[config.mk]
export PLATFORM = sky130hd
export DESIGN_NAME = bus_arb_top
export DESIGN_NICKNAME = d
export VERILOG_FILES = /design/src/source/arb_ctrl_pkg.sv /design/src/source/arb_bus_pkg.sv /design/src/source/arb_ctrl.sv /design/src/source/req_path.sv /design/src/source/axi_rd_chan.sv /design/src/source/axi_wr_chan.sv /design/src/source/bus_arb_top.sv
export VERILOG_INCLUDE_DIRS = /design/src /design/src/include
export SDC_FILE = /design/constraint.sdc
export NUM_CORES = 1
export LEC_CHECK = 0
export BUFFER_PORTS_ARGS = -buffer_cell sky130_fd_sc_hd__buf_2
export CORE_AREA = 2 2 126 128
export DETAILED_ROUTE_END_ITERATION = 16
export DIE_AREA = 0 0 128 130
export PLACE_DENSITY_LB_ADDON = 0.3
export SLEW_MARGIN = 20
export SYNTH_ARGS = -nofsm -noshare
export SYNTH_HDL_FRONTEND = slang
export SYNTH_SLANG_ARGS = --single-unit
export TNS_END_PERCENT = 1
[constraint.sdc]
create_clock -name clk -period 3.4 [get_ports clk]
set_clock_uncertainty 0.1 [all_clocks]
set_input_delay 0.17 -clock clk [delete_from_list [all_inputs] [get_ports clk]]
set_output_delay 0.17 -clock clk [all_outputs]
set_load 0.02 [all_outputs]
[src/include/arb_defines.svh]
`ifndef ARB_DEFINES_SVH
`define ARB_DEFINES_SVH

// bus widths
`define ARB_ADDR_W 32
`define ARB_DATA_W 32
`define ARB_STRB_W 4
`define ARB_ID_W   4

// AR id per client, width matches ARB_ID_W
`define ARB_ID_IF  4'd0
`define ARB_ID_MEM 4'd1

// anything other than OKAY is an error
`define ARB_RESP_OKAY 2'b00

`endif

[src/source/arb_ctrl_pkg.sv]
package arb_ctrl_pkg;

  // arbiter FSM
  typedef enum logic [1:0] {
    ST_IDLE = 2'd0,
    ST_RD   = 2'd1,
    ST_WR   = 2'd2
  } arb_state_e;

  // what the latched command does on the bus
  typedef enum logic {
    OP_READ  = 1'b0,
    OP_WRITE = 1'b1
  } bus_op_e;

  // who owns the transaction
  typedef enum logic {
    CLI_IF  = 1'b0,
    CLI_MEM = 1'b1
  } client_e;

endpackage

[src/source/arb_bus_pkg.sv]
`include "arb_defines.svh"

package arb_bus_pkg;
  import arb_ctrl_pkg::*;

  // client side
  typedef struct packed {
    logic                   valid;
    logic [`ARB_ADDR_W-1:0] addr;
  } if_req_t;

  typedef struct packed {
    logic                   ready; // one-cycle pulse
    logic [`ARB_DATA_W-1:0] rdata;
    logic                   err;
  } if_rsp_t;

  typedef struct packed {
    logic                   valid;
    logic                   write;
    logic [`ARB_ADDR_W-1:0] addr;
    logic [`ARB_DATA_W-1:0] wdata;
    logic [`ARB_STRB_W-1:0] strb;
  } mem_req_t;

  typedef struct packed {
    logic                   ready;
    logic [`ARB_DATA_W-1:0] rdata;
    logic                   err;
  } mem_rsp_t;

  // AXI4 channels, single beat only
  typedef struct packed {
    logic                   valid;
    logic [`ARB_ADDR_W-1:0] addr;
    logic [`ARB_ID_W-1:0]   id;
  } axi_ar_t;

  typedef struct packed {
    logic                   valid;
    logic [`ARB_DATA_W-1:0] data;
    logic [1:0]             resp;
  } axi_r_t;

  typedef struct packed {
    logic                   valid;
    logic [`ARB_ADDR_W-1:0] addr;
  } axi_aw_t;

  typedef struct packed {
    logic                   valid;
    logic [`ARB_DATA_W-1:0] data;
    logic [`ARB_STRB_W-1:0] strb;
  } axi_w_t;

  typedef struct packed {
    logic       valid;
    logic [1:0] resp;
  } axi_b_t;

  // command held for the whole transaction
  typedef struct packed {
    bus_op_e                op;
    client_e                owner;
    logic [`ARB_ADDR_W-1:0] addr;
    logic [`ARB_DATA_W-1:0] wdata;
    logic [`ARB_STRB_W-1:0] strb;
  } bus_cmd_t;

endpackage

[src/source/arb_ctrl.sv]
`timescale 1ns/1ps

module arb_ctrl
  import arb_ctrl_pkg::*;
(
  input  logic       clk,
  input  logic       arst_n_i,
  input  logic       if_valid_i,
  input  logic       mem_valid_i,
  input  logic       mem_write_i,
  input  logic       rd_done_i,
  input  logic       wr_done_i,
  output client_e    grant_o,
  output logic       load_o,
  output logic       rd_start_o,
  output logic       wr_start_o,
  output arb_state_e state_o
);

  arb_state_e state_q;
  arb_state_e state_d;
  logic       start_q; // one cycle after the grant edge

  // memory client has fixed priority
  assign grant_o = mem_valid_i ? CLI_MEM : CLI_IF;

  // requests are only looked at while idle
  assign load_o = (state_q == ST_IDLE) & (if_valid_i | mem_valid_i);

  always_comb begin
    state_d = state_q;
    case (state_q)
      ST_IDLE: begin
        if (mem_valid_i && mem_write_i) begin
          state_d = ST_WR;
        end else if (mem_valid_i || if_valid_i) begin
          state_d = ST_RD;
        end
      end
      ST_RD: begin
        if (rd_done_i) begin
          state_d = ST_IDLE; // leaves with the ready pulse
        end
      end
      ST_WR: begin
        if (wr_done_i) begin
          state_d = ST_IDLE;
        end
      end
      default: state_d = ST_IDLE;
    endcase
  end

  always_ff @(posedge clk or negedge arst_n_i) begin
    if (!arst_n_i) begin
      state_q <= ST_IDLE;
      start_q <= 1'b0;
    end else begin
      state_q <= state_d;
      start_q <= load_o;
    end
  end

  // start goes to the channel picked at grant
  assign rd_start_o = start_q & (state_q == ST_RD);
  assign wr_start_o = start_q & (state_q == ST_WR);
  assign state_o    = state_q;

endmodule

[src/source/req_path.sv]
`timescale 1ns/1ps
`include "arb_defines.svh"

module req_path
  import arb_bus_pkg::*;
  import arb_ctrl_pkg::*;
(
  input  logic                   clk,
  input  logic                   arst_n_i,
  input  logic                   load_i,
  input  client_e                grant_i,
  input  if_req_t                if_req_i,
  input  mem_req_t               mem_req_i,
  output bus_cmd_t               cmd_o,
  input  logic                   rd_done_i,
  input  logic [`ARB_DATA_W-1:0] rd_data_i,
  input  logic                   rd_err_i,
  input  logic                   wr_done_i,
  input  logic                   wr_err_i,
  output if_rsp_t                if_rsp_o,
  output mem_rsp_t               mem_rsp_o
);

  bus_op_e                op_q;
  client_e                owner_q;
  logic [`ARB_ADDR_W-1:0] addr_q;
  logic [`ARB_DATA_W-1:0] wdata_q;
  logic [`ARB_STRB_W-1:0] strb_q;
  logic                   done;
  logic                   err;

  // owner and operation decide the steering
  always_ff @(posedge clk or negedge arst_n_i) begin
    if (!arst_n_i) begin
      op_q    <= OP_READ;
      owner_q <= CLI_IF;
    end else if (load_i) begin
      owner_q <= grant_i;
      op_q    <= (grant_i == CLI_MEM && mem_req_i.write) ? OP_WRITE : OP_READ;
    end
  end

  always_ff @(posedge clk) begin
    if (load_i) begin
      addr_q  <= (grant_i == CLI_MEM) ? mem_req_i.addr : if_req_i.addr;
      wdata_q <= mem_req_i.wdata; // only used by writes
      strb_q  <= mem_req_i.strb;
    end
  end

  assign cmd_o = '{op: op_q, owner: owner_q, addr: addr_q, wdata: wdata_q, strb: strb_q};

  assign done = rd_done_i | wr_done_i;
  assign err  = (op_q == OP_WRITE) ? wr_err_i : rd_err_i;

  // only the owner sees ready
  always_comb begin
    if_rsp_o.ready  = done & (owner_q == CLI_IF);
    if_rsp_o.rdata  = rd_data_i;
    if_rsp_o.err    = err;
    mem_rsp_o.ready = done & (owner_q == CLI_MEM);
    mem_rsp_o.rdata = rd_data_i;
    mem_rsp_o.err   = err;
  end

endmodule

[src/source/axi_rd_chan.sv]
`timescale 1ns/1ps
`include "arb_defines.svh"

module axi_rd_chan
  import arb_bus_pkg::*;
  import arb_ctrl_pkg::*;
(
  input  logic                   clk,
  input  logic                   arst_n_i,
  input  logic                   start_i,
  input  logic [`ARB_ADDR_W-1:0] addr_i,
  input  client_e                owner_i,
  output axi_ar_t                ar_o,
  input  logic                   arready_i,
  input  axi_r_t                 r_i,
  output logic                   rready_o,
  output logic                   done_o,
  output logic [`ARB_DATA_W-1:0] data_o,
  output logic                   err_o
);

  logic ar_pend_q; // AR still waiting for arready
  logic r_wait_q;
  logic ar_act;
  logic ar_hs;
  logic r_hs;

  // AR is up from the start cycle until accepted
  assign ar_act = start_i | ar_pend_q;
  assign ar_hs  = ar_act & arready_i;
  assign r_hs   = r_wait_q & r_i.valid;

  always_comb begin
    ar_o.valid = ar_act;
    ar_o.addr  = addr_i; // held stable by the command register
    ar_o.id    = (owner_i == CLI_MEM) ? `ARB_ID_MEM : `ARB_ID_IF;
  end

  assign rready_o = r_wait_q;

  always_ff @(posedge clk or negedge arst_n_i) begin
    if (!arst_n_i) begin
      ar_pend_q <= 1'b0;
      r_wait_q  <= 1'b0;
      done_o    <= 1'b0;
    end else begin
      ar_pend_q <= ar_act & ~arready_i;
      if (ar_hs) begin
        r_wait_q <= 1'b1;
      end else if (r_hs) begin
        r_wait_q <= 1'b0;
      end
      done_o <= r_hs; // one cycle after the R beat
    end
  end

  // read beat, valid together with done
  always_ff @(posedge clk) begin
    if (r_hs) begin
      data_o <= r_i.data;
      err_o  <= (r_i.resp != `ARB_RESP_OKAY);
    end
  end

endmodule

[src/source/axi_wr_chan.sv]
`timescale 1ns/1ps
`include "arb_defines.svh"

module axi_wr_chan
  import arb_bus_pkg::*;
(
  input  logic                   clk,
  input  logic                   arst_n_i,
  input  logic                   start_i,
  input  logic [`ARB_ADDR_W-1:0] addr_i,
  input  logic [`ARB_DATA_W-1:0] data_i,
  input  logic [`ARB_STRB_W-1:0] strb_i,
  output axi_aw_t                aw_o,
  input  logic                   awready_i,
  output axi_w_t                 w_o,
  input  logic                   wready_i,
  input  axi_b_t                 b_i,
  output logic                   bready_o,
  output logic                   done_o,
  output logic                   err_o
);

  logic aw_pend_q;
  logic w_pend_q;
  logic b_wait_q;
  logic aw_act;
  logic w_act;
  logic aw_left;
  logic w_left;
  logic last_hs; // the later of the AW and W handshakes
  logic b_hs;

  // both rise on start, each falls on its own handshake
  assign aw_act  = start_i | aw_pend_q;
  assign w_act   = start_i | w_pend_q;
  assign aw_left = aw_act & ~awready_i;
  assign w_left  = w_act & ~wready_i;
  assign last_hs = (aw_act | w_act) & ~aw_left & ~w_left;
  assign b_hs    = b_wait_q & b_i.valid;

  always_comb begin
    aw_o.valid = aw_act;
    aw_o.addr  = addr_i;
    w_o.valid  = w_act;
    w_o.data   = data_i;
    w_o.strb   = strb_i;
  end

  assign bready_o = b_wait_q;

  always_ff @(posedge clk or negedge arst_n_i) begin
    if (!arst_n_i) begin
      aw_pend_q <= 1'b0;
      w_pend_q  <= 1'b0;
      b_wait_q  <= 1'b0;
      done_o    <= 1'b0;
    end else begin
      aw_pend_q <= aw_left;
      w_pend_q  <= w_left;
      // bready only once address and data are both accepted
      if (last_hs) begin
        b_wait_q <= 1'b1;
      end else if (b_hs) begin
        b_wait_q <= 1'b0;
      end
      done_o <= b_hs;
    end
  end

  always_ff @(posedge clk) begin
    if (b_hs) begin
      err_o <= (b_i.resp != `ARB_RESP_OKAY);
    end
  end

endmodule

[src/source/bus_arb_top.sv]
`timescale 1ns/1ps
`include "arb_defines.svh"

module bus_arb_top
  import arb_bus_pkg::*;
  import arb_ctrl_pkg::*;
(
  input  logic     clk,
  input  logic     arst_n_i,
  input  if_req_t  if_req_i,
  output if_rsp_t  if_rsp_o,
  input  mem_req_t mem_req_i,
  output mem_rsp_t mem_rsp_o,
  output axi_ar_t  ar_o,
  input  logic     arready_i,
  input  axi_r_t   r_i,
  output logic     rready_o,
  output axi_aw_t  aw_o,
  input  logic     awready_i,
  output axi_w_t   w_o,
  input  logic     wready_i,
  input  axi_b_t   b_i,
  output logic     bready_o
);

  client_e                grant;
  bus_cmd_t               cmd;
  logic                   load;
  logic                   rd_start;
  logic                   wr_start;
  logic                   rd_done;
  logic                   wr_done;
  logic [`ARB_DATA_W-1:0] rd_data;
  logic                   rd_err;
  logic                   wr_err;

  arb_ctrl arb_ctrl_inst (
    .clk        (clk),
    .arst_n_i   (arst_n_i),
    .if_valid_i (if_req_i.valid),
    .mem_valid_i(mem_req_i.valid),
    .mem_write_i(mem_req_i.write),
    .rd_done_i  (rd_done),
    .wr_done_i  (wr_done),
    .grant_o    (grant),
    .load_o     (load),
    .rd_start_o (rd_start),
    .wr_start_o (wr_start),
    .state_o    ()
  );

  req_path req_path_inst (
    .clk      (clk),
    .arst_n_i (arst_n_i),
    .load_i   (load),
    .grant_i  (grant),
    .if_req_i (if_req_i),
    .mem_req_i(mem_req_i),
    .cmd_o    (cmd),
    .rd_done_i(rd_done),
    .rd_data_i(rd_data),
    .rd_err_i (rd_err),
    .wr_done_i(wr_done),
    .wr_err_i (wr_err),
    .if_rsp_o (if_rsp_o),
    .mem_rsp_o(mem_rsp_o)
  );

  axi_rd_chan axi_rd_chan_inst (
    .clk      (clk),
    .arst_n_i (arst_n_i),
    .start_i  (rd_start),
    .addr_i   (cmd.addr),
    .owner_i  (cmd.owner),
    .ar_o     (ar_o),
    .arready_i(arready_i),
    .r_i      (r_i),
    .rready_o (rready_o),
    .done_o   (rd_done),
    .data_o   (rd_data),
    .err_o    (rd_err)
  );

  axi_wr_chan axi_wr_chan_inst (
    .clk      (clk),
    .arst_n_i (arst_n_i),
    .start_i  (wr_start),
    .addr_i   (cmd.addr),
    .data_i   (cmd.wdata),
    .strb_i   (cmd.strb),
    .aw_o     (aw_o),
    .awready_i(awready_i),
    .w_o      (w_o),
    .wready_i (wready_i),
    .b_i      (b_i),
    .bready_o (bready_o),
    .done_o   (wr_done),
    .err_o    (wr_err)
  );

endmodule

==> flow_summary_export.csv <==
group,metric,value,unit
clock_network,cts_buffers,17,
routing,wire_per_inst,14.8,microns
clock_network,insertion_delay,400,ps
global_routing,grt_use_total,0.146,
synth,synth_seq_cells,114,
clock_network,cts_buffer_depth,2,
setup_path,cp.required,3380,ps
die,chipHeight,130,microns
placed_design,place_hpwl,8720,microns
sta,finalCritPeriodShare,0.626,
setup_path,path_max_fanout,49,
final_layout,multi_input_area,617,sq um
final_layout,fillCellCount,1340,
placed_design,gp_congestion,0.791,
synth,yosysUniqueCellTypes,25,
sta,clock.fmax,0.470,GHz
die,core_area,15400,sq um
synth,yosys_warnings,0,
synth,netlist.area_leader.share,0.669,
global_routing,grt_pass1_vias,3579,
routing,dr.pass1.iters,4,
clock_network,cts_setup_buffers,0,
clock_network,cts_resized,0,
setup_path,crit_path_start_kind,"register",
die,ioPinCount,323,
sta,fin_crit,2130,ps
setup_path,worst_path_max_delay_cell,"dfrtp_1",
die,initial_utilization,0.297,
global_routing,grt_pass1_wl,18100,microns
synth,netlist_area,4580,sq um
clock_network,tritoncts,"built",
sta,finalHoldViolCount,0,
global_routing,overflow,0,
power_and_ir_drop,ir_worst_vdd,0.321,mV
setup_path,critPathArrivalTime,2110,ps
sta,setup_viol,0,
setup_path,crit_type,"register to register",
final_layout,nets,818,
clock_network,ctsHoldBuffers,144,
final_layout,layout_commonest_cell,"buf_2",
clock_network,cts_sinks,114,
routing,drc_errors,0,
global_routing,grt_max_degree,50,
clock_network,cts_root_buffer,"clkbuf_16",
sta,final-max-slew-violation-count,0,
routing,vias_per_cell,4.12,
power_and_ir_drop,power_density,660,nW/um^2
final_layout,area_delta_synth_final,72.6,%
outcome,status,"finished, final reports clean",
setup_path,cp-end-kind,"register",
final_layout,seq_area,3360,sq um
synth,syn_inst,262,
worst_hold_path,min_path_type,"input pin to asynchronous set/reset pin",
final_layout,num_antenna_cells,0,
power_and_ir_drop,power_leakage,3.52,nW
sta,rsz0062_at_grt,"no",
placed_design,io_buffer_count,319,
die,dieArea,16600,sq um
synth,yosys.area.top_type,"edfxtp_1",
final_layout,final_cell_mix,"319 x buf_2, 144 x dlygate4sd3_1, 102 x edfxtp_1, 34 x mux2_2, 17 x clkbuf_16",
sta,setup_tns,0,ps
synth,seq_area_frac_synth,0.735,
routing,ant_nets,0,
final_layout,drive_above_1_share,0.572,
global_routing,antenna_found_initial,0,
routing,drtIter0Drc,148,
setup_path,crit_chain,"nor2_1, o21ai_1, inv_2, buf_12",
power_and_ir_drop,finalPower,5.21,mW
die,die_w,128,microns
routing,vias,3612,
synth,synth_area_per_cell,17.5,sq um
clock_network,cts.htree.levels,4,
synth,synthTopCellsByArea,"edfxtp_1 67%, buf_4 12%, mux2_2 8.4%",
routing,drt-total-wl,13000,microns
die,rows,46,
run,drv_cap,0,
setup_path,critPathMaxStageDelay,450,ps
clock_network,clk_pin_slew,50,ps
critical path: cells and delay by family, from the launching register on:
family,cells,cell delay (ps)
buffers and inverters,2,730
flip-flops,1,450
AND/OR/NAND/NOR,1,280
AO/OA/AOI/OAI,1,210
final cells by class:
class	instances	share of cell area
Sequential cell	114	0.426
Clock inverter	15	0.0212
Tap cell	192	0.0304
Clock buffer	17	0.0539
Inverter	3	0.00143
Multi-Input combinational cell	70	0.0781
Timing Repair Buffer	466	0.389
power by group:
| part | switching (mW) | total [mW] | internal, mW |
|---|---|---|---|
| logic | 0.885 | 1.41 | 0.524 |
| registers | 0.136 | 2.03 | 1.89 |
| clock network | 0.632 | 1.77 | 1.14 |
| total | 1.65 | 5.21 | 3.56 |
cells in the mapped netlist:
cell,number
nand2_1,4
conb_1,1
buf_6,4
inv_1,3
o21ai_1,1
a22o_1,1
nand3_1,1
nand3b_1,1
a32o_1,1
mux2_2,34
nor2b_1,6
nand4b_1,2
nand2b_1,2
o21bai_1,1
nor2_1,4
and2_1,2
nor3_1,1
edfxtp_1,102
a211oi_2,1
dfrtp_1,12
o221ai_1,1
a22o_2,1
nand3b_4,1
or2_2,2
buf_4,73
logic make-up (layout without fill, tap and decap cells):
logic type             Yosys count  count (layout)  synth area share
AO/OA/AOI/OAI                    7               7            0.0137
buffers and inverters           80             501             0.132
flip-flops                     114             114             0.735
multiplexers                    34              34            0.0837
other                            1               3          0.000819
AND/OR/NAND/NOR                 26              26            0.0350
flip-flops by register name, indices dropped and copies added, names as in the netlist, 2 cells and up:
register,count
axi_rd_chan_inst.data_o,32
req_path_inst.addr_q,32
req_path_inst.wdata_q,32
req_path_inst.strb_q,4
arb_ctrl_inst.state_o,2
metal layers:
metal  global-route usage  wire (microns)  vias to the layer above
met3               0.0394             730                       22
met4               0.0711             303                        0
met5                    0               0                        -
li1                     -               -                     1699
met2                0.265            6930                      169
met1                0.158            5010                     1722
path summary, 6_finish.rpt:
path                            slack (ps)  cells past startpoint                                  from                                    end
worst max-delay path                  1270                      4  arb_ctrl_inst.state_o[1]$_DFFE_PN0P_      req_path_inst.addr_q[7]$_DFFE_PP_
worst min-delay path                    90                      2                              arst_n_i    axi_wr_chan_inst.w_pend_q$_DFF_PN0_
worst max register to register        1270                      4  arb_ctrl_inst.state_o[1]$_DFFE_PN0P_      req_path_inst.addr_q[7]$_DFFE_PP_
worst min register to register         390                      1     axi_rd_chan_inst.done_o$_DFF_PN0_   arb_ctrl_inst.state_o[0]$_DFFE_PN0P_
max in group asynchronous             2880                      2                              arst_n_i  axi_rd_chan_inst.rready_o$_DFFE_PN0P_
min in group clk                       170                      3                         mem_req_i[69]         req_path_inst.op_q$_DFFE_PN0P_
per-stage QoR:
| step | hold WS, ps | worst slack, ps | util | std cells | area (sq um) |
|---|---|---|---|---|---|
| CTS | 64.4 | 1260 | 0.512 | 877 | 7900 |
| global placement | -37.2 | 1360 | 0.380 | 701 | 5860 |
| detailed placement | -30.4 | 1280 | 0.380 | 701 | 5860 |
| global route | 112 | 1140 | 0.512 | 877 | 7900 |
| floorplan | -226 | 785 | - | 264 | 4580 |
| finish | 91.9 | 1270 | 0.512 | 877 | 7900 |
No activity file was read; power rests on OpenSTA's default activity.
